<file path="src/design/c4_game_pkg.sv">
package c4_game_pkg;

  localparam int N_ROWS  = 6;                 // Row 0 is the bottom row
  localparam int N_COLS  = 7;
  localparam int N_CELLS = N_ROWS * N_COLS;
  localparam int WIN_LEN = 4;                 // Pieces in a line to win

  typedef logic [2:0] col_t;
  typedef logic [2:0] row_t;
  typedef logic [5:0] cell_cnt_t;             // Holds 0 to N_CELLS

  localparam col_t START_COL = 3'd3;          // Cursor column after reset

  // Cell contents, also used for the current player
  typedef logic [1:0] piece_t;

  localparam piece_t EMPTY = 2'd0;
  localparam piece_t P1    = 2'd1;
  localparam piece_t P2    = 2'd2;

  // Player codes match piece_t so a winner can be copied from the player
  typedef logic [1:0] winner_t;

  localparam winner_t NO_WIN = 2'd0;
  localparam winner_t DRAW   = 2'd3;          // Board full, no line

  typedef piece_t [N_ROWS-1:0][N_COLS-1:0] board_t;

  typedef enum logic [1:0] {
    READY,                                    // Waiting for a button
    CHECK,                                    // Win check running
    OVER                                      // Held until reset
  } game_state_t;

endpackage

</file>
<file path="src/design/c4_io_pkg.sv">
package c4_io_pkg;

  localparam int N_BUTTONS = 3;

  typedef logic [21:0] dbc_cnt_t;

  // Stable cycles before a new button level is taken
  localparam dbc_cnt_t DEBOUNCE_CYCLES = 22'h3FFFFF;

  typedef struct packed {
    logic right;
    logic left;
    logic drop;
  } btn_t;

  typedef struct packed {
    c4_game_pkg::row_t row;
    c4_game_pkg::col_t col;
  } dbg_req_t;

  // Field order follows the uo_out bit layout, MSB first
  typedef struct packed {
    logic                 full;
    c4_game_pkg::piece_t  player;
    c4_game_pkg::winner_t winner;
    c4_game_pkg::col_t    current_col;
  } status_t;

endpackage

</file>
<file path="src/design/btn_debounce.sv">
`timescale 1ns/1ps

module btn_debounce #(
  parameter c4_io_pkg::dbc_cnt_t CLKS_TO_WAIT = c4_io_pkg::DEBOUNCE_CYCLES
) (
  input  logic            clk,
  input  logic            arst_n,
  input  logic            e_debug,     // Skip the stable count
  input  c4_io_pkg::btn_t btns_in,
  output c4_io_pkg::btn_t btns_out
);

  logic [c4_io_pkg::N_BUTTONS-1:0] sync_1;
  logic [c4_io_pkg::N_BUTTONS-1:0] sync_2;
  logic [c4_io_pkg::N_BUTTONS-1:0] accepted;

  always_ff @(posedge clk or negedge arst_n) begin
    if (!arst_n) begin
      sync_1 <= '0;
      sync_2 <= '0;
    end else begin
      sync_1 <= btns_in;
      sync_2 <= sync_1;
    end
  end

  for (genvar i = 0; i < c4_io_pkg::N_BUTTONS; i++) begin : g_btn
    c4_io_pkg::dbc_cnt_t cnt;
    logic                level;

    always_ff @(posedge clk or negedge arst_n) begin
      if (!arst_n) begin
        cnt   <= '0;
        level <= 1'b0;
      end else if (e_debug || sync_2[i] == level) begin
        cnt   <= '0;            // Track directly, nothing pending
        level <= sync_2[i];
      end else if (cnt == CLKS_TO_WAIT) begin
        cnt   <= '0;
        level <= sync_2[i];     // Held long enough
      end else begin
        cnt   <= cnt + 1'b1;
      end
    end

    assign accepted[i] = level;
  end

  assign btns_out = e_debug ? sync_2 : accepted;

endmodule

</file>
<file path="config.mk">
export PLATFORM = sky130hd
export DESIGN_NAME = btn_debounce
export DESIGN_NICKNAME = d
export VERILOG_FILES = /design/src/design/c4_game_pkg.sv /design/src/design/c4_io_pkg.sv /design/src/design/btn_debounce.sv
export SDC_FILE = /design/constraint.sdc
export NUM_CORES = 1
export LEC_CHECK = 0
export ABC_AREA = 1
export BUFFER_PORTS_ARGS = -buffer_cell sky130_fd_sc_hd__buf_2
export CAP_MARGIN = 20
export CORE_MARGIN = 5
export CORE_UTILIZATION = 30
export DETAILED_ROUTE_END_ITERATION = 16
export PLACE_DENSITY = 0.46
export SYNTH_ARGS = -nofsm -noshare
export SYNTH_HDL_FRONTEND = slang
export SYNTH_SLANG_ARGS = --single-unit
</file>
<file path="constraint.sdc">
create_clock -name clk -period 2 [get_ports clk]
set_clock_uncertainty 0.2 [all_clocks]
set_input_delay 0.2 -clock clk [delete_from_list [all_inputs] [get_ports clk]]
set_output_delay 0.2 -clock clk [all_outputs]
set_load 0.005 [all_outputs]
</file>
==> results.txt <==
----------------------------------------------------
[Placement]
  Count of port buffers added during placement ... 8
  Placed wire-length estimate ... 5.55 mm
  Cell Count Post-Placement ... 659
  Gp weighted congestion ... about 0.79
  DP Worst Slack ... approximately 0.2 ns

[Die]
  CORE AREA ... between 0.01 and 0.015 mm^2
  Initial core utilization ... 0.308
  Die boundary width ... 124 um
  Cell Rows ... 41
  Die Outline Area ... between 0.015 and 0.02 mm^2
  Boundary Pins ... 9
  Vertical die dimension ... 124 um

[Global route]
  First-pass GRT wire length ... roughly 14 mm
  GR Util All Layers ... 0.115
  Number of antenna violations at the first check in global routing ... 0
  Maximum number of pins on one net before global-route repair ... ~40
  Via count of the first global-routing pass ... 3019
  Total congestion overflow after global routing ... 0

[STA]
  Number of slew-limit violations in the final report ... 0
  Fin crit period ... 1.78 ns
  Tightest hold margin ... roughly 0.07 ns
  Setup slack of the critical path after layout ... 0.220 ns
  Worst-Margin Slew ... around 0.35 ns
  Setup TNS after final layout ... 0 ns
  Remaining max-slew budget at the tightest pin ... 0.765
  Unrepaired setup endpoints after global routing ... no
  Final count of negative-setup-slack endpoints ... 0
  Portion of the clock cycle consumed by the worst path in the final layout ... 0.890
  Peak Freq ... around 560 MHz
  Number of hold violations in the final report ... 0

[Layout]
  Leading cell type in the layout, fill and taps excluded ... nand2_1
  Number of standard cells in the layout, taps in and fillers out ... around 680
  Final Net Count ... between 500 and 600
  Diode insertion count for antenna repair ... 0
  Commonest cells after routing, fill and taps aside ... nand2_1 (131), nor2_1 (108), dfrtp_1 (75)
  Fill count ... between 1000 and 1500
  Layout cell share with drive strength beyond 1 ... 0.119
  Post-synthesis to final-layout area growth ... 13.9%

[Setup path]
  Cell breakdown of the critical path ... ha_1 > nand2_1 > nor2_2 > nand2_2 > nor2_4 > nand2_2 > nand2_4 > o21ai_0
  Depth of the critical timing path with buffers and inverters included ... 8
  Start of the worst register-to-register path ... g_btn[0].cnt[0]$_DFF_PN0_
  Cell occurring most often along the worst timing path ... nand2_2
  Required time of the critical path ... 2.01 ns
  Startpoint kind of the worst setup timing path ... flop
  Launching element of the worst setup path ... g_btn[0].cnt[0]$_DFF_PN0_
  Type of the setup path with the least slack ... flop to flop
  Worst Setup End Kind ... flop
  Delay of the slowest critical-path stage ... between 0.3 and 0.4 ns
  Worst path buffer plus inverter count ... 0
  Critical path's slowest cell ... dfrtp_1
  Critical path data arrival time ... about 1.8 ns
  Worst reg2reg path depth ... 8
  Top cell family by delay on the critical path ... simple AND/OR/NAND/NOR gates
  Critical Path Fanout Max ... 17

[Drt]
  Number of DRC violations after detailed routing ... 0
  DR WL/cell ... between 10 and 15 um
  DR vias/cell ... roughly 4.4
  DR iter-0 viols ... around 210
  Length of the first detailed-routing pass in iterations ... 4
  Final routed wirelength across all metal layers ... approximately 7.6 mm
  Routed via count ... ~3000
  Number of routed nets with antenna violations ... 0

[Pwr]
  Total power divided by cell area ... ~730 mW/mm^2
  Worst IR drop on VDD ... ~390 uV
  P_leak ... 1.71 nW

[Clock tree]
  Number of buffers added for setup after CTS ... 0
  Clock-pin slew of the registers on the worst-case setup and hold paths ... roughly 0.060 ns
  Post-cts sizing count ... 0
  Number of buffers created by CTS ... 9
  Maximum clock insertion buffer count ... 2
  CTS sink cnt ... 75
  Clock tree from TritonCTS ... done
  Clock latency at the later pin of the worst-skew pair ... approximately 0.33 ns
  CTS H-tree lvls ... 3
  Library cell used as clock root buffer ... clkbuf_16

[Flow run]
  Max capacitance violation total ... 0

[Run status]
  Status ... finished, final reports clean

[Hold path]
  Class of the tightest hold or removal check ... input port to asynchronous set/reset pin

[Yosys]
  Share of the yosys chip area belonging to registers ... 0.481
  Gate count of the mapped netlist ... 480
  Syn_area_per_cell ... 8.12 um^2
  Net count after synthesis ... approximately 500
  Number of flip-flops and latches in the synthesized netlist ... 75
  Count of cell types in the netlist ... 24
  Post-synth design cell area ... around 0.0039 mm^2
  Total of warnings raised by yosys ... 0

----------------------------------------------------
[final timing paths]
path	endpoint	slack, ns
max	g_btn[0].level$_DFFE_PN0P_	0.22
min	g_btn[0].cnt[10]$_DFF_PN0_	0.07
max reg2reg	g_btn[0].level$_DFFE_PN0P_	0.22
min reg2reg	sync_2[0]$_DFF_PN0_	0.17
max in group asynchronous	g_btn[2].cnt[4]$_DFF_PN0_	0.98
min in group clk	g_btn[2].cnt[4]$_DFF_PN0_	0.16
[cell families (layout without fill, tap and decap cells)]
logic type	count (synthesis)	in the layout	share of synthesized area
simple gates	319	319	0.367
buf+inv	32	57	0.0411
flops	75	75	0.481
compound gates	19	19	0.0289
fa+ha+maj	3	3	0.00963
xor+xnor	32	32	0.0719
[worst register-to-register path: stages (launching register included)]
cell	delay, ns
dfrtp_1	0.38
ha_1	0.18
nand2_1	0.08
nor2_2	0.15
nand2_2	0.13
nor2_4	0.16
nand2_2	0.07
nand2_4	0.19
o21ai_0	0.11
[cell usage after synthesis]
library cell  count  area, um^2
nand3_1          21         105
nand2_4           3        33.8
nor3b_1           5        37.5
nor3_1            9        45.0
nand4_1           7        43.8
nand3b_1          2        15.0
nor2_2           15        93.8
dfrtp_1          75        1880
nand2_2           8        50.1
o21bai_1          5        37.5
nand3_2           2        20.0
inv_1            28         105
xnor2_1          11        96.3
nor2_1          108         405
buf_12            2        40.0
ha_1              3        37.5
xor2_1           21         184
nor2_4            8        90.1
o21ai_0           3        15.0
o21a_1            2        15.0
a21oi_1           9        45.0
nand2_1         131         492
buf_6             1        11.3
inv_2             1        3.75
[metal layers]
metal | wire [um] | up-vias | track usage | part of all wire
met5 | 0 | - | 0 | 0
met3 | 248 | 9 | 0.0354 | 0.032
met2 | 3410 | 28 | 0.180 | 0.45
li1 | - | 1534 | - | -
met1 | 3840 | 1391 | 0.149 | 0.50
met4 | 132 | 0 | 0.0431 | 0.017
[final cells by class]
cell class,count,area [um^2],share of cell area
inverters,29,109,0.0245
multi-input cells,373,1860,0.419
clock buffers,12,256,0.0577
repair buffers,14,110,0.0248
well taps,172,215,0.0485
flip-flops and latches,75,1880,0.423
clock inverters,2,12.5,0.00282
[repair_timing]
action,CTS,global route
hold buffers,4,0
endpoints found under the setup margin,0,0
endpoints found under the hold margin,78,0
[where the power goes]
part	switching [W]	total [W]	internal (W)
Combinational	0.000136	0.000190	0.0000542
Sequential	0.0000225	0.00157	0.00155
Clock	0.000589	0.00148	0.000891
[flip-flops by register name, summed over array words and instances, names as in the netlist]
signal / flops
g_btn.cnt: 66
g_btn.level: 3
sync_1: 3
sync_2: 3
[stage by stage]
stage	instance area, um^2	power [W]	utilization
6_report	4440	0.00324	0.351
5_1_grt	4440	0.00340	0.351
4_1_cts	4440	0.00331	0.351
3_5_place_dp	4130	0.00179	0.326
3_3_place_gp	4130	0.00179	0.326
2_1_floorplan	3900	0.00172	-
Note: power is estimated with default switching activity, not from simulation.
