**src/design/c4_game_pkg.sv**
```systemverilog
package c4_game_pkg;

  localparam int N_ROWS  = 6;                 // Row 0 is the bottom row
  localparam int N_COLS  = 7;
  localparam int N_CELLS = N_ROWS * N_COLS;
  localparam int WIN_LEN = 4;                 // Pieces in a line to win

  typedef logic [2:0] col_t;
  typedef logic [2:0] row_t;
  typedef logic [5:0] cell_cnt_t;             // Holds 0 to N_CELLS

  localparam col_t START_COL = 3'd3;          // Cursor column after reset

  // Cell contents, also used for the current player
  typedef logic [1:0] piece_t;

  localparam piece_t EMPTY = 2'd0;
  localparam piece_t P1    = 2'd1;
  localparam piece_t P2    = 2'd2;

  // Player codes match piece_t so a winner can be copied from the player
  typedef logic [1:0] winner_t;

  localparam winner_t NO_WIN = 2'd0;
  localparam winner_t DRAW   = 2'd3;          // Board full, no line

  typedef piece_t [N_ROWS-1:0][N_COLS-1:0] board_t;

  typedef enum logic [1:0] {
    READY,                                    // Waiting for a button
    CHECK,                                    // Win check running
    OVER                                      // Held until reset
  } game_state_t;

endpackage

```
**src/design/c4_io_pkg.sv**
```systemverilog
package c4_io_pkg;

  localparam int N_BUTTONS = 3;

  typedef logic [21:0] dbc_cnt_t;

  // Stable cycles before a new button level is taken
  localparam dbc_cnt_t DEBOUNCE_CYCLES = 22'h3FFFFF;

  typedef struct packed {
    logic right;
    logic left;
    logic drop;
  } btn_t;

  typedef struct packed {
    c4_game_pkg::row_t row;
    c4_game_pkg::col_t col;
  } dbg_req_t;

  // Field order follows the uo_out bit layout, MSB first
  typedef struct packed {
    logic                 full;
    c4_game_pkg::piece_t  player;
    c4_game_pkg::winner_t winner;
    c4_game_pkg::col_t    current_col;
  } status_t;

endpackage

```
**src/design/debug_controller.sv**
```systemverilog
`timescale 1ns/1ps

module debug_controller (
  input  logic                clk,
  input  logic                arst_n,
  input  logic                e_debug,
  input  logic [7:0]          uio_in,
  input  c4_game_pkg::piece_t piece,      // Cell at dbg_req, from the board
  output c4_io_pkg::dbg_req_t dbg_req,
  output logic [7:0]          uio_out,
  output logic [7:0]          uio_oe
);

  c4_game_pkg::piece_t piece_q;

  // Address only follows the pins in debug mode
  always_ff @(posedge clk or negedge arst_n) begin
    if (!arst_n) begin
      dbg_req <= '0;
    end else if (e_debug) begin
      dbg_req.row <= uio_in[2:0];
      dbg_req.col <= uio_in[5:3];
    end
  end

  always_ff @(posedge clk or negedge arst_n) begin
    if (!arst_n) begin
      piece_q <= c4_game_pkg::EMPTY;
    end else if (e_debug) begin
      piece_q <= piece;
    end else begin
      piece_q <= c4_game_pkg::EMPTY;
    end
  end

  assign uio_out = e_debug ? {piece_q, 6'b000000} : 8'h00;
  assign uio_oe  = e_debug ? 8'hC0 : 8'h00;        // Only bits 7:6 drive

endmodule

```
**config.mk**
```make
export PLATFORM = sky130hd
export DESIGN_NAME = debug_controller
export DESIGN_NICKNAME = d
export VERILOG_FILES = /design/src/design/c4_game_pkg.sv /design/src/design/c4_io_pkg.sv /design/src/design/debug_controller.sv
export SDC_FILE = /design/constraint.sdc
export NUM_CORES = 1
export LEC_CHECK = 0
export BUFFER_PORTS_ARGS = -buffer_cell sky130_fd_sc_hd__buf_2
export CAP_MARGIN = 5
export CORE_UTILIZATION = 33
export CTS_CLUSTER_DIAMETER = 100
export DETAILED_ROUTE_END_ITERATION = 6
export MAX_ROUTING_LAYER = met4
export PLACE_DENSITY = 0.72
export SLEW_MARGIN = 20
export SYNTH_ARGS = -nofsm -noshare
export SYNTH_HDL_FRONTEND = slang
export SYNTH_SLANG_ARGS = --single-unit
```
**constraint.sdc**
```tcl
create_clock -name clk -period 0.8 [get_ports clk]
set_clock_uncertainty 0.2 [all_clocks]
set_input_delay 0 -clock clk [delete_from_list [all_inputs] [get_ports clk]]
set_output_delay 0 -clock clk [all_outputs]
set_load 0.1 [all_outputs]
```
==> results.md, run 1 <==
- Summed over all instances, the cell type with the most area after synthesis is sky130_fd_sc_hd__dfrtp_1.
- The number of global-route vias before repair is 275.
- The first global-routing pass estimated 1.19 mm of wire.
- The fraction of final layout cells with drive strength greater than 1 is 74.2%.
- Of the available clock period, the critical path in the final layout requires 151%.
- The number of ports placed on the die boundary is 35.
- The achievable clock frequency is 830 MHz.
- The largest single stage delay on the critical path is 0.48 ns.
- After synthesis, the largest area contributor takes up 45.5% of total cell area.
- The startpoint of the most critical hold path is piece[1].
- The largest buffer count on any clock path is 2.
- Summing the areas of all compound-gate instances in the mapped netlist gives 0% of the synthesized area.
- The cell area after layout is 772 µm².
- The total track usage is 13.6%.
- The congestion estimate from routability-driven global placement came to 0.624.
- The critical path contains buffers and inverters numbering 2 combined.
- Setup repair after global routing could not meet its margin everywhere.
- The pre-antenna-repair detailed-routing pass consisted of 2 iterations.
- The worst setup path is captured at an output port.
- The startpoint of the worst setup timing path is dbg_req[2].
- The tree built by TritonCTS fans out to 8 sinks.
- The overall die area is 1480 µm².
- STA puts the critical path data required time at 0.60 ns.
- Broken down by cell family, the worst path's largest delay share belongs to flip-flops.
- The number of CTS-inserted buffers is 3.
- The least setup slack across all paths after layout is -0.405 ns.
- The first routing iteration left 3 violations.
- The vertical die dimension is 38.5 µm.
- Leaving out fill and tap cells, the most frequent cell in the layout is sky130_fd_sc_hd__conb_1.
- The count of input and output buffers is 20.
- The worst register-to-register path has a setup slack of -0.27 ns.
- The critical path goes through buf_6, buf_12.
- The hold slack is -0.224 ns.
- For this block, the routed nets add up to 792 µm of wire.
- Synthesis produced 34 cells.
- The worst register-to-register path ends at dbg_req[4].
- The portion of the post-synthesis area used by sequential elements is 45.5%.
- The half-perimeter wire length of the detailed placement result is 550 µm.
- The worst setup path is of the reg -> out kind.
- The count of max-cap constraint violations is 0.
- The leakage power total is 0.387 nW.
- The antenna diode count is 0.
- The number of antenna violations at the first check in global routing is 0.
- In the layout the commonest cells are sky130_fd_sc_hd__conb_1 (12), sky130_fd_sc_hd__buf_12 (10), sky130_fd_sc_hd__buf_2 (9).
- The horizontal die dimension is 38.5 µm.
- The count of endpoints failing hold in the final timing report was 16.
- The cell area that synthesis handed to floorplanning was 440 µm².
- The count of final setup violators is 14.
- The xor/xnor cell area share of the yosys netlist is 0%.
- The minimum clock period is 1.21 ns.
- Dividing total power by cell area gives a power density of 2230 nW/µm².
- Sorting the synthesized cells by area gives the leading types as sky130_fd_sc_hd__dfrtp_1 (45%), sky130_fd_sc_hd__buf_4 (24%), sky130_fd_sc_hd__mux2_4 (20%).
- The post-route antenna net violation count is 0.
- After detailed routing, the average wire length per cell comes to 10.4 µm.
- The run finished, with violations left.
- The checks that failed: negative hold slack, negative setup slack.
- The worst register-to-register path begins at dbg_req[4].
- The net total in the final layout is 76.
- For this run, the share of the core covered by cells in the final layout is 65.9%.
- Once placement finished, the instance area stood at 708 µm².
- The arrival time of data at the critical path endpoint is 1.01 ns.
- Clock-pin slew was measured on the worst setup and hold paths at 0.06 ns.
- The average size of a mapped cell is 13.0 µm².
- For this design, the slowest cell found on the critical path is sky130_fd_sc_hd__dfrtp_4.
- The multiplexer fraction of the synthesized cell area is 20.5%.
- The CTS H-tree depth is 1.
- The worst-skew pair later-pin latency is 0.25 ns.
- After synthesis, the largest family of logic cells by area is buffers and inverters.
- In the routed design, unresolved DRC markers number 0.
- The maximum fanout along the worst path is 2.
- The routed layout has 291 vias.
- TritonCTS built the clock tree.
- The max-slew violation count is 0.
- VDD sags by at most 1.19 mV.
- Synthesis inferred 8 register bits.
- Summing the areas of all fa, ha and maj instances in the mapped netlist gives 0% of the synthesized area.
- In the routed layout, each cell is associated on average with a via count of 3.83.
- The pin count of the biggest net entering global routing is 10.
- Summed over all layers, the global routing overflow is 0.
- The floorplan step defined a core boundary enclosing 1170 µm².
- The count of different cell masters after synthesis is 6.
- The type of the worst min-delay path is in -> reg.
- The number of hold buffers added after CTS was 1.
- The total of warnings raised by yosys is 0.
- The CTS root buffer is sky130_fd_sc_hd__clkbuf_4.
- The post-synthesis to final-layout area growth is 75.3%.
- Counting cells, the worst reg-to-reg path comes to 1.
- The number of cells traversed by the worst hold path is 2.
- The floorplan has 12 rows.
- Summing the areas of all and, or, nand and nor instances in the mapped netlist gives 6.82% of the synthesized area.
- The effective utilization at floorplan is 37.6%.
- The critical path launch point type is a flop.
- The worst hold endpoint is piece_q[1].
==> kinds of logic after synthesis <==
kind of cell / after synthesis
buf+inv: 15
flops: 8
mux: 6
other cells: 1
simple gates: 4
==> area by class of cell <==
| class | count | area [µm²] |
|---|---|---|
| tap | 14 | 17.5 |
| fill | 87 | 399 |
| sequential | 8 | 223 |
| clock buffer | 4 | 26.3 |
| multi-input combinational | 22 | 168 |
| timing repair buffer | 28 | 338 |
==> per-layer routing <==
layer	wire length [µm]	vias up	GRT usage, %	share of wire (%)
li1	-	137	-	-
met1	301	132	15.1	38
met2	408	20	19.2	52
met3	71	2	4.07	9.0
met4	10	0	12.9	1.3
met5	0	-	-	0
==> worst max path at each step <==
stage	endpoint	slack (ns)	depth (start not counted)
detailed placement	dbg_req[3]	-0.25	1
floorplan	dbg_req[0]	-0.43	1
finish	dbg_req[2]	-0.41	2
global placement	dbg_req[2]	-0.24	1
global route	dbg_req[2]	-0.43	2
CTS	dbg_req[2]	-0.42	2
==> power breakdown <==
| part | total, mW | internal, mW | leakage [nW] | switching (mW) |
|---|---|---|---|---|
| sequential | 0.485 | 0.460 | 0.0904 | 0.0254 |
| combinational | 0.911 | 0.287 | 0.281 | 0.624 |
| clock | 0.327 | 0.191 | 0.0150 | 0.137 |
| total | 1.72 | 0.938 | 0.387 | 0.785 |
==> cell usage after synthesis (all sizes together) <==
cell	count
and2	4
buf	15
mux2	6
conb	1
dfrtp	8
==> flip-flops by register name (all words and copies together) (netlist names) <==
signal and flops:
piece_q 2, dbg_req 6
==> repair_timing <==
| action | CTS | global route |
|---|---|---|
| hold endpoints to repair | 16 | 16 |
| gates resized for setup | 9 | 0 |
| endpoints found under the setup margin | 16 | 14 |
| pin swaps | 0 | 0 |
| setup buffers | 0 | 0 |
==> metrics by stage <==
| stage | std cells | hold WS (ns) | power, mW | setup TNS [ns] | setup slack [ns] |
|---|---|---|---|---|---|
| detailed placement | 71 | -0.354 | 1.37 | -2.72 | -0.247 |
| CTS | 76 | -0.235 | 1.74 | -4.70 | -0.420 |
| global route | 76 | -0.230 | 1.78 | -4.91 | -0.433 |
| finish | 76 | -0.224 | 1.72 | -4.61 | -0.405 |
| global placement | 71 | -0.355 | 1.36 | -2.59 | -0.240 |
| floorplan | 45 | -0.496 | 1.15 | -2.87 | -0.427 |
Power figures use the tool's default switching activity.
==> inputs of run 2 (changes only) <==
==> constraint.sdc (replaced) <==
create_clock -name clk -period 0.8 [get_ports clk]
set_clock_uncertainty 0.2 [all_clocks]
set_input_delay 0.08 -clock clk [delete_from_list [all_inputs] [get_ports clk]]
set_output_delay 0.08 -clock clk [all_outputs]
set_load 0.1 [all_outputs]
==> run 2 against run 1 <==
The flow still finishes with violations (negative hold slack, negative setup slack). Power is 2.4% higher. First-iteration DRC count is 67% lower. Sequential share of layout area is 0.99 points lower. Global-route usage is 0.86 points higher. Count of clock-buffer cells in the layout stayed put. Utilization is 2.4 points higher. Critical path depth stayed put. Register-to-register slack worse by 0.09 ns. Via count is 4.5% higher. Non-clock buffer count is 1 higher.
==> results.md, run 2 (synthesis gave the netlist of run 1 again) <==
- Status: finished with violations (unchanged).
- Violated checks: negative hold slack, negative setup slack (unchanged).
- The max-slew violation count is 0 (unchanged).
- The count of input and output buffers is 20 (unchanged).
- The row count is 12 (unchanged).
- The critical path required time is 0.52 ns (was 0.60 ns).
- The number of CTS-inserted buffers is 3 (unchanged).
- The number of flip-flops in the largest register is 6 (unchanged).
- The hold buffer count at cts was 1 (unchanged).
- The ratio of routed vias to standard cells was 3.95 (was 3.83).
- RSZ-0062 raised after global routing: yes (unchanged).
- The number of DRC violations after detailed routing came to 0 (unchanged).
- The number of clock sinks came to 8 (unchanged).
- The final total negative setup slack is -5.45 ns (was -4.61 ns).
- The number of ports placed on the die boundary is 35 (unchanged).
- The sum of overflow across all layers after global routing was 0 (unchanged).
- The leakage power total came to 0.399 nW (was 0.387 nW).
- The vertical die dimension was 38.5 µm (unchanged).
- The maximum fanout along the worst path came to 2 (unchanged).
- The horizontal die dimension was 38.5 µm (unchanged).
- The register clock-pin slew on the reported worst setup and hold paths is 0.06 ns (about the same).
- The CTS tree is built (unchanged).
- The final clock period utilization by the worst path was 163% (was 151%).
- The worst supply voltage drop on vdd is 1.21 mV (was 1.19 mV).
- Registers with the most flip-flops: dbg_req x6, piece_q x2 (unchanged).
- The number of global-route vias before repair was 265 (was 275).
- The total via count after detailed routing came to 304 (was 291).
- The total detailed-routing wirelength is 822 µm (was 792 µm).
- The antenna diode count is 0 (unchanged).
- The kind of critical path was reg -> out (unchanged).
- The net total in the final layout is 77 (was 76).
- The area occupied by registers is 223 µm² (unchanged).
- The hold slack is -0.156 ns (was -0.224 ns).
- The effective utilization at floorplan is 37.6% (unchanged).
- The count of endpoints failing hold in the final timing report is 16 (unchanged).
- The pin count of the biggest net entering global routing was 10 (unchanged).
- The largest buffer count on any clock path is 2 (unchanged).
- The total power draw is 1.76 mW (was 1.72 mW).
- The achievable clock frequency is 769 MHz (was 830 MHz).
- The routability-driven placement congestion ratio is 0.650 (was 0.624).
- The most common cell after layout, fill and taps aside is sky130_fd_sc_hd__conb_1 (unchanged).
- The total power divided by cell area was 2210 nW/µm² (was 2230 nW/µm²).
- The number of antenna violations at the first check in global routing was 0 (unchanged).
- The minimum clock period is 1.30 ns (was 1.21 ns).
- The count of final setup violators is 14 (unchanged).
- The category of the worst setup path capture point is an output port (unchanged).
- The critical path launch point type is a flop (unchanged).
- The CTS root buffer is sky130_fd_sc_hd__clkbuf_4 (unchanged).
- Leading cell types in the layout, fill and taps excluded: sky130_fd_sc_hd__conb_1 (12), sky130_fd_sc_hd__buf_12 (11), sky130_fd_sc_hd__buf_2 (9), sky130_fd_sc_hd__buf_6 (8) (was sky130_fd_sc_hd__conb_1 (12), sky130_fd_sc_hd__buf_12 (10), sky130_fd_sc_hd__buf_2 (9)).
- The post-synthesis to final-layout area growth was 81.5% (was 75.3%).
- The detailed router's first-iteration violation count is 1 (was 3).
- The type of the worst min-delay path is in -> reg (unchanged).
- The fill cell instance count of the final layout was 87 (unchanged).
- The overall die area came to 1480 µm² (unchanged).
- The post-route antenna net violation count came to 0 (unchanged).
- The worst-skew pair later-pin latency is 0.27 ns (was 0.25 ns).
- The first-pass GRT wire length came to 1.26 mm (was 1.19 mm).
- The register with the most flip-flops was dbg_req (unchanged).
- The area of the placeable core is 1170 µm² (unchanged).
- The fraction of final layout cells with drive strength greater than 1 was 74.6% (was 74.2%).
- The count of max-cap constraint violations is 0 (unchanged).
- The area occupied by multi-input gates was 168 µm² (unchanged).
- The total track usage is 14.5% (was 13.6%).
- The arrival time of data at the critical path endpoint is 1.02 ns (was 1.01 ns).
- The least setup slack across all paths after layout is -0.501 ns (was -0.405 ns).
- The post-detailed-route wirelength per cell was 10.7 µm (was 10.4 µm).
- The first-pass iteration count of the detailed router was 2 (unchanged).
- The CTS H-tree depth came to 1 (unchanged).
[run 2: area by class of cell]
| type | count | share of cell area, % |
|---|---|---|
| timing repair buffer | 29 | 45.7 |
| sequential | 8 | 27.9 |
| multi-input combinational | 22 | 21.0 |
| tap | 14 | 2.19 |
| clock buffer | 4 | 3.29 |
[run 2: worst paths after layout]
path                            start          to  slack [ns]  depth (start not counted)
min in group asynchronous      arst_n  dbg_req[1]       -0.03                          2
max in group asynchronous      arst_n  dbg_req[2]        0.24                          2
setup / recovery           dbg_req[1]  dbg_req[1]       -0.50                          2
hold reg to reg            dbg_req[4]  dbg_req[4]        0.38                          1
hold / removal              uio_in[1]  dbg_req[4]       -0.16                          2
setup reg to reg           dbg_req[0]  dbg_req[0]       -0.36                          2
[run 2: where the power goes]
group	total [mW]	internal, mW	switching (mW)
Clock	0.346	0.192	0.154
Combinational	0.932	0.304	0.628
Sequential	0.486	0.460	0.0257
Total	1.76	0.956	0.808
[run 2: critical path: stages (launching register included)]
cell and delay, ns:
sky130_fd_sc_hd__dfrtp_4 0.48, sky130_fd_sc_hd__buf_6 0.12, sky130_fd_sc_hd__buf_12 0.15
[run 2: per-stage QoR]
step	std cells	util, %	hold WS (ns)	worst slack (ns)	area, µm²
finish	77	68.3	-0.156	-0.501	800
global route	77	68.3	-0.151	-0.521	800
CTS	76	66.9	-0.159	-0.503	783
detailed placement	71	60.5	-0.274	-0.254	708
global placement	71	60.5	-0.273	-0.238	708
floorplan	45	-	-0.416	-0.427	504
[run 2: repair_timing]
action	in CTS	in global routing
pin swaps	2	0
setup buffers	0	1
gates resized for setup	12	2
endpoints found under the setup margin	16	16
endpoints found under the hold margin	16	8
[run 2: metal layers]
| layer | vias to the layer above | GRT usage, % | wire length (µm) |
|---|---|---|---|
| li1 | 137 | - | - |
| met1 | 139 | 16.5 | 320 |
| met2 | 25 | 19.6 | 394 |
| met3 | 3 | 5.23 | 79 |
| met4 | 0 | 12.9 | 27 |
| met5 | - | - | 0 |
