==> config.mk <==
export PLATFORM = sky130hd
export DESIGN_NAME = c4_board
export DESIGN_NICKNAME = d
export VERILOG_FILES = /design/src/design/c4_game_pkg.sv /design/src/design/c4_io_pkg.sv /design/src/design/c4_board.sv
export SDC_FILE = /design/constraint.sdc
export NUM_CORES = 1
export LEC_CHECK = 0
export BUFFER_PORTS_ARGS = -buffer_cell sky130_fd_sc_hd__buf_2
export CORE_ASPECT_RATIO = 0.7
export CORE_MARGIN = 2
export CORE_UTILIZATION = 59
export CTS_BUF_LIST = sky130_fd_sc_hd__clkbuf_16
export DETAILED_ROUTE_END_ITERATION = 10
export PLACE_DENSITY_LB_ADDON = 0.15
export SYNTH_ARGS = -nofsm -noshare
export SYNTH_HDL_FRONTEND = slang
export SYNTH_SLANG_ARGS = --single-unit
==> constraint.sdc <==
create_clock -name clk -period 7.3 [get_ports clk]
set_input_delay 0.73 -clock clk [delete_from_list [all_inputs] [get_ports clk]]
set_output_delay 0.73 -clock clk [all_outputs]
set_load 0.02 [all_outputs]
==> src/design/c4_game_pkg.sv <==
package c4_game_pkg;

  localparam int N_ROWS  = 6;                 // Row 0 is the bottom row
  localparam int N_COLS  = 7;
  localparam int N_CELLS = N_ROWS * N_COLS;
  localparam int WIN_LEN = 4;                 // Pieces in a line to win

  typedef logic [2:0] col_t;
  typedef logic [2:0] row_t;
  typedef logic [5:0] cell_cnt_t;             // Holds 0 to N_CELLS

  localparam col_t START_COL = 3'd3;          // Cursor column after reset

  // Cell contents, also used for the current player
  typedef logic [1:0] piece_t;

  localparam piece_t EMPTY = 2'd0;
  localparam piece_t P1    = 2'd1;
  localparam piece_t P2    = 2'd2;

  // Player codes match piece_t so a winner can be copied from the player
  typedef logic [1:0] winner_t;

  localparam winner_t NO_WIN = 2'd0;
  localparam winner_t DRAW   = 2'd3;          // Board full, no line

  typedef piece_t [N_ROWS-1:0][N_COLS-1:0] board_t;

  typedef enum logic [1:0] {
    READY,                                    // Waiting for a button
    CHECK,                                    // Win check running
    OVER                                      // Held until reset
  } game_state_t;

endpackage

==> src/design/c4_io_pkg.sv <==
package c4_io_pkg;

  localparam int N_BUTTONS = 3;

  typedef logic [21:0] dbc_cnt_t;

  // Stable cycles before a new button level is taken
  localparam dbc_cnt_t DEBOUNCE_CYCLES = 22'h3FFFFF;

  typedef struct packed {
    logic right;
    logic left;
    logic drop;
  } btn_t;

  typedef struct packed {
    c4_game_pkg::row_t row;
    c4_game_pkg::col_t col;
  } dbg_req_t;

  // Field order follows the uo_out bit layout, MSB first
  typedef struct packed {
    logic                 full;
    c4_game_pkg::piece_t  player;
    c4_game_pkg::winner_t winner;
    c4_game_pkg::col_t    current_col;
  } status_t;

endpackage

==> src/design/c4_board.sv <==
`timescale 1ns/1ps

module c4_board (
  input  logic                 clk,
  input  logic                 arst_n,
  input  c4_io_pkg::btn_t      btns,
  input  logic                 check_done,
  input  logic                 win,
  output c4_game_pkg::board_t  board,
  output logic                 check_start,
  output c4_game_pkg::row_t    chk_row,
  output c4_game_pkg::col_t    chk_col,
  output c4_game_pkg::piece_t  chk_piece,
  input  c4_io_pkg::dbg_req_t  dbg_req,
  output c4_game_pkg::piece_t  dbg_piece,
  output c4_io_pkg::status_t   status
);

  c4_game_pkg::game_state_t state;
  c4_io_pkg::btn_t          btns_q;       // Last level, for edge detect
  c4_io_pkg::btn_t          press;
  c4_game_pkg::col_t        cursor;
  c4_game_pkg::piece_t      player;
  c4_game_pkg::winner_t     winner;
  c4_game_pkg::cell_cnt_t   n_placed;
  c4_game_pkg::row_t        drop_row;
  logic                     col_open;
  logic                     board_full;
  logic                     do_drop;

  assign press      = btns & ~btns_q;     // Rising edges only
  assign board_full = (n_placed == c4_game_pkg::cell_cnt_t'(c4_game_pkg::N_CELLS));
  assign do_drop    = (state == c4_game_pkg::READY) && press.drop && col_open;

  // Scan top down so the lowest empty row is kept
  always_comb begin
    col_open = 1'b0;
    drop_row = '0;
    for (int r = c4_game_pkg::N_ROWS - 1; r >= 0; r--) begin
      if (board[r][cursor] == c4_game_pkg::EMPTY) begin
        col_open = 1'b1;
        drop_row = c4_game_pkg::row_t'(r);
      end
    end
  end

  always_ff @(posedge clk or negedge arst_n) begin
    if (!arst_n) begin
      state       <= c4_game_pkg::READY;
      btns_q      <= '0;
      board       <= '0;
      cursor      <= c4_game_pkg::START_COL;
      player      <= c4_game_pkg::P1;
      winner      <= c4_game_pkg::NO_WIN;
      n_placed    <= '0;
      check_start <= 1'b0;
    end else begin
      btns_q      <= btns;                // Edges in CHECK are dropped
      check_start <= 1'b0;
      case (state)
        c4_game_pkg::READY: begin
          if (do_drop) begin
            board[drop_row][cursor] <= player;
            n_placed    <= n_placed + 1'b1;
            check_start <= 1'b1;
            state       <= c4_game_pkg::CHECK;
          end else if (press.right && cursor != c4_game_pkg::col_t'(c4_game_pkg::N_COLS - 1)) begin
            cursor <= cursor + 1'b1;
          end else if (press.left && cursor != '0) begin
            cursor <= cursor - 1'b1;
          end
        end
        c4_game_pkg::CHECK: begin
          if (check_done) begin
            if (win) begin
              winner <= player;
              state  <= c4_game_pkg::OVER;
            end else if (board_full) begin
              winner <= c4_game_pkg::DRAW;
              state  <= c4_game_pkg::OVER;
            end else begin
              player <= (player == c4_game_pkg::P1) ? c4_game_pkg::P2 : c4_game_pkg::P1;
              state  <= c4_game_pkg::READY;
            end
          end
        end
        default: state <= c4_game_pkg::OVER;   // Stuck until reset
      endcase
    end
  end

  // Placed cell handed to the win checker
  always_ff @(posedge clk) begin
    if (do_drop) begin
      chk_row   <= drop_row;
      chk_col   <= cursor;
      chk_piece <= player;
    end
  end

  always_comb begin
    dbg_piece = c4_game_pkg::EMPTY;       // Out of range reads empty
    if (dbg_req.row < c4_game_pkg::N_ROWS && dbg_req.col < c4_game_pkg::N_COLS) begin
      dbg_piece = board[dbg_req.row][dbg_req.col];
    end
  end

  assign status.full        = board_full;
  assign status.player      = player;
  assign status.winner      = winner;
  assign status.current_col = cursor;

endmodule

==> flow_summary.toml, run 1 <==
[run_status]
status = "finished clean"

[clock_tree]
cts.htree.levels = 3
cts_tree = "done"
post_cts_buffers = 0
cts_root_buffer = "clkbuf_16"
holdBufCountCts = 0
cts.repair.resized = 0
cts_buffer_depth = 2
clock_latency_ps = 350
clkSinkCount = 111
cts_buffers = 9
cts.clk_slew.worst_paths_ps = 60

[timing]
finalWorstSetupSlack_ps = 3714
drv_slew = 0
worstMarginPinSlew_ps = 1170
fmax_ghz = 0.2789
timing.slew.headroom = 0.2135
fin_tns_setup_ps = 0
hold_violations = 0
skew_ps = 5.503
final-setup-viol-count = 0
finalCritPeriodShare = 0.4912
rsz0062_at_grt = "false"
min_period_ps = 3586
hold_ws_ps = 383.9

[floorplan]
rows = 29
die_height_um = 83.88
fp.dieW_um = 118.1
core_um2 = 8962
ios = 116
die_area_um2 = 9906
initial_utilization = 0.6000

[worst_setup_path]
cp_data_arrival_time_ps = 3820
critPathMaxStageDelay_ps = 880
path_common_cell = "a41oi_2"
critical_path.cell_chain = "inv_2 -> o311a_1 -> nor3_2 -> a41oi_2 -> a41oi_2 -> nand4_1 -> xnor2_1"
required_ps = 7530
worstSetupStartpointType = "register"
crit_type = "reg2reg"
end_kind = "register"
cp_max_fo = 28
slowest_stage = "dfstp_2"

[global_routing]
grt_pass1_wl_mm = 25.13
antenna_found_initial = 0
grt_pass1_vias = 4427
gr-total-overflow = 0
grt_usage = 0.3332
grt_max_degree = 56

[placed_design]
place_congestion = 0.9336
dpl.hpwl_mm = 11.64
dp.cells = 705
post_dp_cell_area_um2 = 5984
pre_cts_slack_ps = 3770
io_buffers = 115

[logic_synthesis]
synthTopCellsByArea = "dfrtp_1, o21bai_1, a21o_1"
synth_top_area_share = 0.4653
syn_area_per_cell_um2 = 10.93
synthFlopType = "dfrtp_1"
synth_cell_types = 63
synth-async-reset-ratio = 0.9279
synth_top_area_cell = "dfrtp_1"
ys_warn_count = 0
syn-cell-area_um2 = 5378
syn-instance-count = 492
synth_nets = 508
synth_edf_count = 8
synth_seq_cells = 111
synth_seq_area_share = 0.5247

[power_and_ir_drop]
seqPwrFrac = 0.444
net-switching-power_uw = 777.2
power.share.combinational = 0.309
peakVddDrop_mv = 0.1540
switching_share = 0.3883
power_leakage_nw = 3.240
p_total_mw = 2.002
p_int_mw = 1.224
p_clk_frac = 0.247
p_per_area_nw_per_um2 = 318.5

[route]
vias_per_cell = 6.465
first_pass_iters = 6
avgRoutedWirePerCell_um = 22.25
routed_wl_mm = 16.02
vias = 4655
antenna_left = 0
drc = 0
drt_iter0_drc = 544

[job]
maxCapViolCount = 0

[cells_and_area]
utilization = 0.7012
final_common_cell = "buf_2"
mostFrequentLayoutCells = "buf_2, dfrtp_1, nor2_1"
n_antenna_cell = 0
drive_above_1_share = 0.2651
fin_nets = 608
final_cells = 720
syn_to_final_growth_pct = 16.87
fin_area_um2 = 6285

[worst_hold_path]
min_path_type = "in2async"
==> worst max-delay path: cells and delay by family, from the launching register on <==
| family | cells | cell delay, ps |
|---|---|---|
| DFF | 1 | 880 |
| buffers and inverters | 1 | 290 |
| and+or+nand+nor | 2 | 660 |
| AOI/OAI and AO/OA | 3 | 1430 |
| xor gates and xnor gates | 1 | 190 |
==> power groups by stage <==
stage	Sequential [mW]	Combinational (mW)	Clock, mW
2_1_floorplan	0.900	0.381	0
3_3_place_gp	0.880	0.595	0
3_5_place_dp	0.891	0.610	0
4_1_cts	0.882	0.615	0.497
5_1_grt	0.901	0.666	0.525
6_report	0.888	0.619	0.494
==> logic make-up after synthesis <==
kind of cell,Yosys count,share of synthesized area
AOI/OAI and AO/OA,163,0.2229
muxes,15,0.05165
xor gates and xnor gates,7,0.01140
adders and majority gates,3,0.008375
DFF,111,0.5247
and+or+nand+nor,159,0.1512
buffers and inverters,34,0.02978
==> cell usage after synthesis (all sizes together), types with 3 or more instances <==
library cell / instances
a211oi: 11
edfxtp: 8
nand3b: 3
a41oi: 3
or2: 4
nand2b: 8
nand4: 4
nor3b: 5
o311a: 4
mux2i: 3
a31oi: 4
or3: 8
nand2: 24
nor2b: 6
clkbuf: 16
dfrtp: 100
and3: 3
o21bai: 44
a21o: 38
o21ai: 20
dfstp: 3
nor2: 61
mux4: 10
nor3: 24
o32ai: 4
xnor2: 6
buf: 11
inv: 6
o22ai: 11
a21oi: 6
o211ai: 6
==> flip-flops by register name, summed over array words and instances (netlist names) <==
signal	flops
board	84
n_placed	6
btns_q	3
chk_col	3
chk_row	3
cursor	3
chk_piece	2
player	2
state	2
winner	2
check_start	1
==> layer usage <==
layer  wire [um]  GRT usage  up-vias
met5           0          0        -
met4         354     0.1117        0
met3        1497    0.07240       35
met2        7042     0.4729      274
met1        7126     0.5099     2331
li1            -          -     2015
==> final timing paths <==
path                                         startpoint                       to  slack (ps)  cells past startpoint
worst max-delay path              cursor[0]$_DFFE_PN1P_  n_placed[5]$_DFFE_PN0P_        3710                      7
worst min-delay path                             arst_n    winner[1]$_DFFE_PN0P_         380                      1
worst max register to register    cursor[0]$_DFFE_PN1P_  n_placed[5]$_DFFE_PN0P_        3710                      7
worst min register to register  n_placed[5]$_DFFE_PN0P_  n_placed[5]$_DFFE_PN0P_         490                      1
max in group asynchronous                        arst_n    board[75]$_DFFE_PN0P_        5810                      2
min in group clk                n_placed[5]$_DFFE_PN0P_  n_placed[5]$_DFFE_PN0P_         490                      1
==> layout make-up <==
cell class,instances,area [um2]
clock buffer,10,250.2
clock inverter,5,50.05
multi-input combinational,347,2396
fill,711,2678
sequential,111,2821
timing repair buffer,116,585.6
tap,124,155.1
inverter,7,26.28
(Power assumes the default switching activity.)
==> run 2: changes to the inputs <==
- CORE_UTILIZATION: 59 -> 55
- clock period: 7.3 -> 3.7 ns (I/O delays scaled with it)
==> run 2 against run 1 <==
Core utilization shrank 4.6 points. Via count grew 0.97%. Setup slack got worse by 3200 ps. First-iteration DRC count decreased by 6.3%. Global-route usage decreased by 0.82 points. Final area rose by 0.14%. Clock skew up 2.5 ps. Register-to-register slack worse by 3200 ps. Critical path type unchanged.
==> flow_summary.toml, run 2 (synthesized netlist as in run 1, its figures left out) <==
[route]
vias_per_cell = 6.447
drc = 0
avgRoutedWirePerCell_um = 22.59
drt_iter0_drc = 510
vias = 4700
first_pass_iters = 5
routed_wl_mm = 16.47
antenna_left = 0

[timing]
finalWorstSetupSlack_ps = 479.6
min_period_ps = 3220
worstMarginPinSlew_ps = 935.1
final-setup-viol-count = 0
drv_slew = 0
fin_tns_setup_ps = 0
timing.slew.headroom = 0.3766
skew_ps = 8.005
hold_violations = 0
finalCritPeriodShare = 0.8704
fmax_ghz = 0.3105
rsz0062_at_grt = "false"

[global_routing]
grt_pass1_vias = 4403
gr-total-overflow = 0
grt_max_degree = 75
grt_usage = 0.3250
antenna_found_initial = 0
grt_pass1_wl_mm = 25.47

[worst_setup_path]
cp_data_arrival_time_ps = 3430
slowest_stage = "dfstp_2"
worst-path-buf-inv = 1
cp-startpoint = "cursor[0]$_DFFE_PN1P_"
path_depth = 7
cp_max_fo = 28
critical_path.cell_chain = "inv_2 -> o311a_1 -> nor3_2 -> a41oi_2 -> and3_1 -> nand2_1 -> o21bai_1"
end_kind = "register"
critPathMaxStageDelay_ps = 900
crit_type = "reg2reg"
cp-endpoint = "board[74]$_DFFE_PN0P_"
crit-reg2reg-launch = "cursor[0]$_DFFE_PN1P_"
cp_top_family = "simple AND/OR/NAND/NOR gates"
required_ps = 3910
worstSetupStartpointType = "register"
rrSetupSlack_ps = 480
r2r-end = "board[74]$_DFFE_PN0P_"
reg2regPathDepth = 7

[clock_tree]
cts_buffer_depth = 2
post_cts_buffers = 0
holdBufCountCts = 0
cts_buffers = 9
clock_latency_ps = 360
cts_root_buffer = "clkbuf_16"
cts_tree = "done"
cts.repair.resized = 0
cts.clk_slew.worst_paths_ps = 70
cts.htree.levels = 3
clkSinkCount = 111

[floorplan]
rows = 30
ios = 116
die_height_um = 86.73
fp.dieW_um = 122.2
core_um2 = 9609
initial_utilization = 0.5596
die_area_um2 = 10600

[cells_and_area]
largest_register = "board"
syn_to_final_growth_pct = 17.03
reg_top3 = "board (84), n_placed (6)"
n_antenna_cell = 0
mostFrequentLayoutCells = "buf_2, dfrtp_1, nor2_1"
final_cells = 729
drive_above_1_share = 0.2745
largest_reg_flops = 84
final_common_cell = "buf_2"
fin_nets = 612

[placed_design]
pre_cts_slack_ps = 568.8
io_buffers = 115
dpl.hpwl_mm = 11.97
place_congestion = 1.022
dp.cells = 713

[job]
maxCapViolCount = 0

[power_and_ir_drop]
seqPwrFrac = 0.447
net-switching-power_mw = 1.558
switching_share = 0.4018
power.share.combinational = 0.317
p_clk_frac = 0.236
p_int_mw = 2.320
p_total_mw = 3.878
p_per_area_nw_per_um2 = 616.3
peakVddDrop_mv = 0.2662
power_leakage_nw = 3.244

[worst_hold_path]
worstHoldStart = "btns[0]"
min_path_type = "in2reg"

[run_status]
status = "finished clean"
-- run 2: cell count changes in the layout (fill, tap and decap cells not counted), sizes merged --
| cell | change |
|---|---|
| buf | +4 |
| clkinv | +4 |
| bufinv | -1 |
| clkbuf | -1 |
| inv | -1 |
-- run 2: worst min path at each step --
stage | to | slack (ps) | depth (start not counted)
final | btns_q[0]$_DFF_PN0_ | 130 | 1
after global routing | btns_q[0]$_DFF_PN0_ | 130 | 1
after CTS | btns_q[0]$_DFF_PN0_ | 130 | 1
after detailed placement | n_placed[5]$_DFFE_PN0P_ | 480 | 1
after global placement | n_placed[5]$_DFFE_PN0P_ | 470 | 1
after floorplan | board[0]$_DFFE_PN0P_ | 70 | 0
-- run 2: metal layers --
layer,part of all wire,GRT usage
met1,0.44,0.4989
met2,0.43,0.4667
met3,0.11,0.07434
met4,0.015,0.08777
met5,0,0
-- run 2: stage by stage --
stage	area (um2)	hold slack (ps)	util
finish	6294	130.1	0.6549
global route	6294	130.0	0.6549
CTS	6294	126.5	0.6549
detailed placement	6020	477.9	0.6264
global placement	6020	468.4	0.6264
floorplan	5378	74.41	-
-- run 2: layout make-up --
cell class              instances  area, um2
fillers                       817       3316
flip-flops and latches        111       2821
multi-input cells             347       2396
repair buffers                120      615.6
clock buffers                   9      225.2
well taps                     128      160.2
clock inverters                 7      48.80
inverters                       7      26.28
-- run 2: power by group through the flow --
| stage | clock, mW | sequential (mW) | combinational [mW] |
|---|---|---|---|
| final | 0.914 | 1.73 | 1.23 |
| after global routing | 0.967 | 1.77 | 1.31 |
| after CTS | 0.919 | 1.72 | 1.21 |
| after detailed placement | 0 | 1.75 | 1.21 |
| after global placement | 0 | 1.74 | 1.20 |
| after floorplan | 0 | 1.78 | 0.752 |
-- run 2: worst register-to-register path, cell delays in order (launching register included) --
cell and delay, ps:
dfstp_2 900, inv_2 290, o311a_1 450, nor3_2 390
a41oi_2 130, and3_1 270, nand2_1 480, o21bai_1 170
==> run 3: changes to the inputs <==
- BUFFER_PORTS_ARGS: -buffer_cell sky130_fd_sc_hd__buf_2 -> -buffer_cell sky130_fd_sc_hd__buf_4
- CORE_MARGIN: 2 -> not set
==> run 3 against run 2 <==
Non-clock buffer count is the same. Die area shrank 3.9%. Sequential share of layout area shrank 1.9 points. First-iteration DRC count is 0.20% lower. Combinational power up 7%. Wire length shrank 2.3%. Power up 2.3%. Cell count is 0.69% lower. Via count about the same. Register-to-register slack hardly changed.
==> flow_summary.toml, run 3 (synthesized netlist as in run 1, its figures left out) <==
[run_status]
status = "finished clean"

[floorplan]
die_area_um2 = 10180
fp.dieW_um = 120.2
core_um2 = 9289
ios = 116
rows = 29
initial_utilization = 0.5789
die_height_um = 84.73

[timing]
hold_violations = 0
worstMarginPinSlew_ps = 982.9
final-setup-viol-count = 0
skew_ps = 8.397
fmax_ghz = 0.3096
timing.slew.headroom = 0.3447
min_period_ps = 3230
drv_slew = 0
rsz0062_at_grt = "false"
finalCritPeriodShare = 0.8729
fin_tns_setup_ps = 0

[clock_tree]
holdBufCountCts = 0
cts_root_buffer = "clkbuf_16"
cts_tree = "done"
cts_buffers = 9
cts.repair.resized = 0
post_cts_buffers = 0
cts_buffer_depth = 2
cts.clk_slew.worst_paths_ps = 70
clock_latency_ps = 350
cts.htree.levels = 3
clkSinkCount = 111

[global_routing]
antenna_found_initial = 0
grt_usage = 0.3323
gr-total-overflow = 0
grt_max_degree = 77
grt_pass1_vias = 4428
grt_pass1_wl_mm = 25.18

[cells_and_area]
drive_above_1_share = 0.2717
multi_input_area_um2 = 2396
fin_nets = 612
fillCellCount = 728
mostFrequentLayoutCells = "buf_4, dfrtp_1, nor2_1"
syn_to_final_growth_pct = 22.24
utilization = 0.7077
reg_top3 = "board (84), n_placed (6)"
final_common_cell = "buf_4"
largest_reg_flops = 84
n_antenna_cell = 0
largest_register = "board"
seq_area_um2 = 2821

[worst_hold_path]
min_path_type = "in2reg"
worstHoldStart = "btns[1]"

[route]
avgRoutedWirePerCell_um = 22.23
routed_wl_mm = 16.09
drc = 0
vias_per_cell = 6.490
vias = 4699
drt_iter0_drc = 509
first_pass_iters = 5
antenna_left = 0

[worst_setup_path]
worstSetupStartpointType = "register"
required_ps = 3910
cp_max_fo = 28
cp_data_arrival_time_ps = 3440
crit-reg2reg-launch = "cursor[0]$_DFFE_PN1P_"
crit_type = "reg2reg"
end_kind = "register"
cp-startpoint = "cursor[0]$_DFFE_PN1P_"

[job]
maxCapViolCount = 0

[placed_design]
place_congestion = 0.9273
dpl.hpwl_mm = 11.75
io_buffers = 115

[power_and_ir_drop]
p_per_area_nw_per_um2 = 603.5
peakVddDrop_mv = 0.2655
power_leakage_nw = 3.259
[run 3: cell count changes in the layout (fill, tap and decap cells not counted)]
| cell | previous run | this run |
|---|---|---|
| inv_8 | 0 | 1 |
| clkinv_2 | 3 | 0 |
| inv_1 | 5 | 6 |
| buf_4 | 6 | 120 |
| inv_6 | 1 | 0 |
| clkinv_4 | 2 | 3 |
| buf_2 | 114 | 0 |
[run 3: layout make-up]
class	count	area share
flip-flops and latches	111	0.4292
multi-input cells	347	0.3645
repair buffers	120	0.1370
clock buffers	9	0.03426
well taps	124	0.02360
clock inverters	6	0.007423
inverters	7	0.003997
[run 3: worst paths after layout]
kind                                            to  slack (ps)  cells after the start
setup / recovery             board[72]$_DFFE_PN0P_         470                      7
hold / removal                 btns_q[1]$_DFF_PN0_         130                      1
setup reg to reg             board[72]$_DFFE_PN0P_         470                      7
hold reg to reg            n_placed[5]$_DFFE_PN0P_         490                      1
max in group asynchronous     board[9]$_DFFE_PN0P_        2720                      2
min in group asynchronous  n_placed[5]$_DFFE_PN0P_         160                      1
[run 3: metal layers]
metal	track usage	wire [um]
met4	0.07045	207
met1	0.5093	7004
met3	0.09647	1913
met5	0	0
met2	0.4666	6965
[run 3: power by group]
group	leakage (nW)	total, mW	switching (mW)	internal, mW
Clock	0.135	0.913	0.453	0.459
Sequential	1.46	1.74	0.315	1.42
Combinational	1.66	1.32	0.799	0.518
[run 3: stage by stage]
step                      instances  setup WS (ps)  total power, mW  hold WS, ps  cell area, um2
after global routing            724          332.3            4.143        119.3            6574
after CTS                       724          593.6            3.947        126.1            6574
after floorplan                 492           1011            2.528        74.41            5378
after global placement          709          765.7            3.003        470.2            6300
final                           724          470.2            3.967        132.6            6574
after detailed placement        709          596.6            3.046        474.5            6300
[run 3: critical path, cell delays in order (launching register included)]
cell,delay [ps]
dfstp_2,880
inv_2,280
o311a_1,430
nor3_2,380
a41oi_2,140
and3_1,280
nand2_1,500
o21bai_1,180
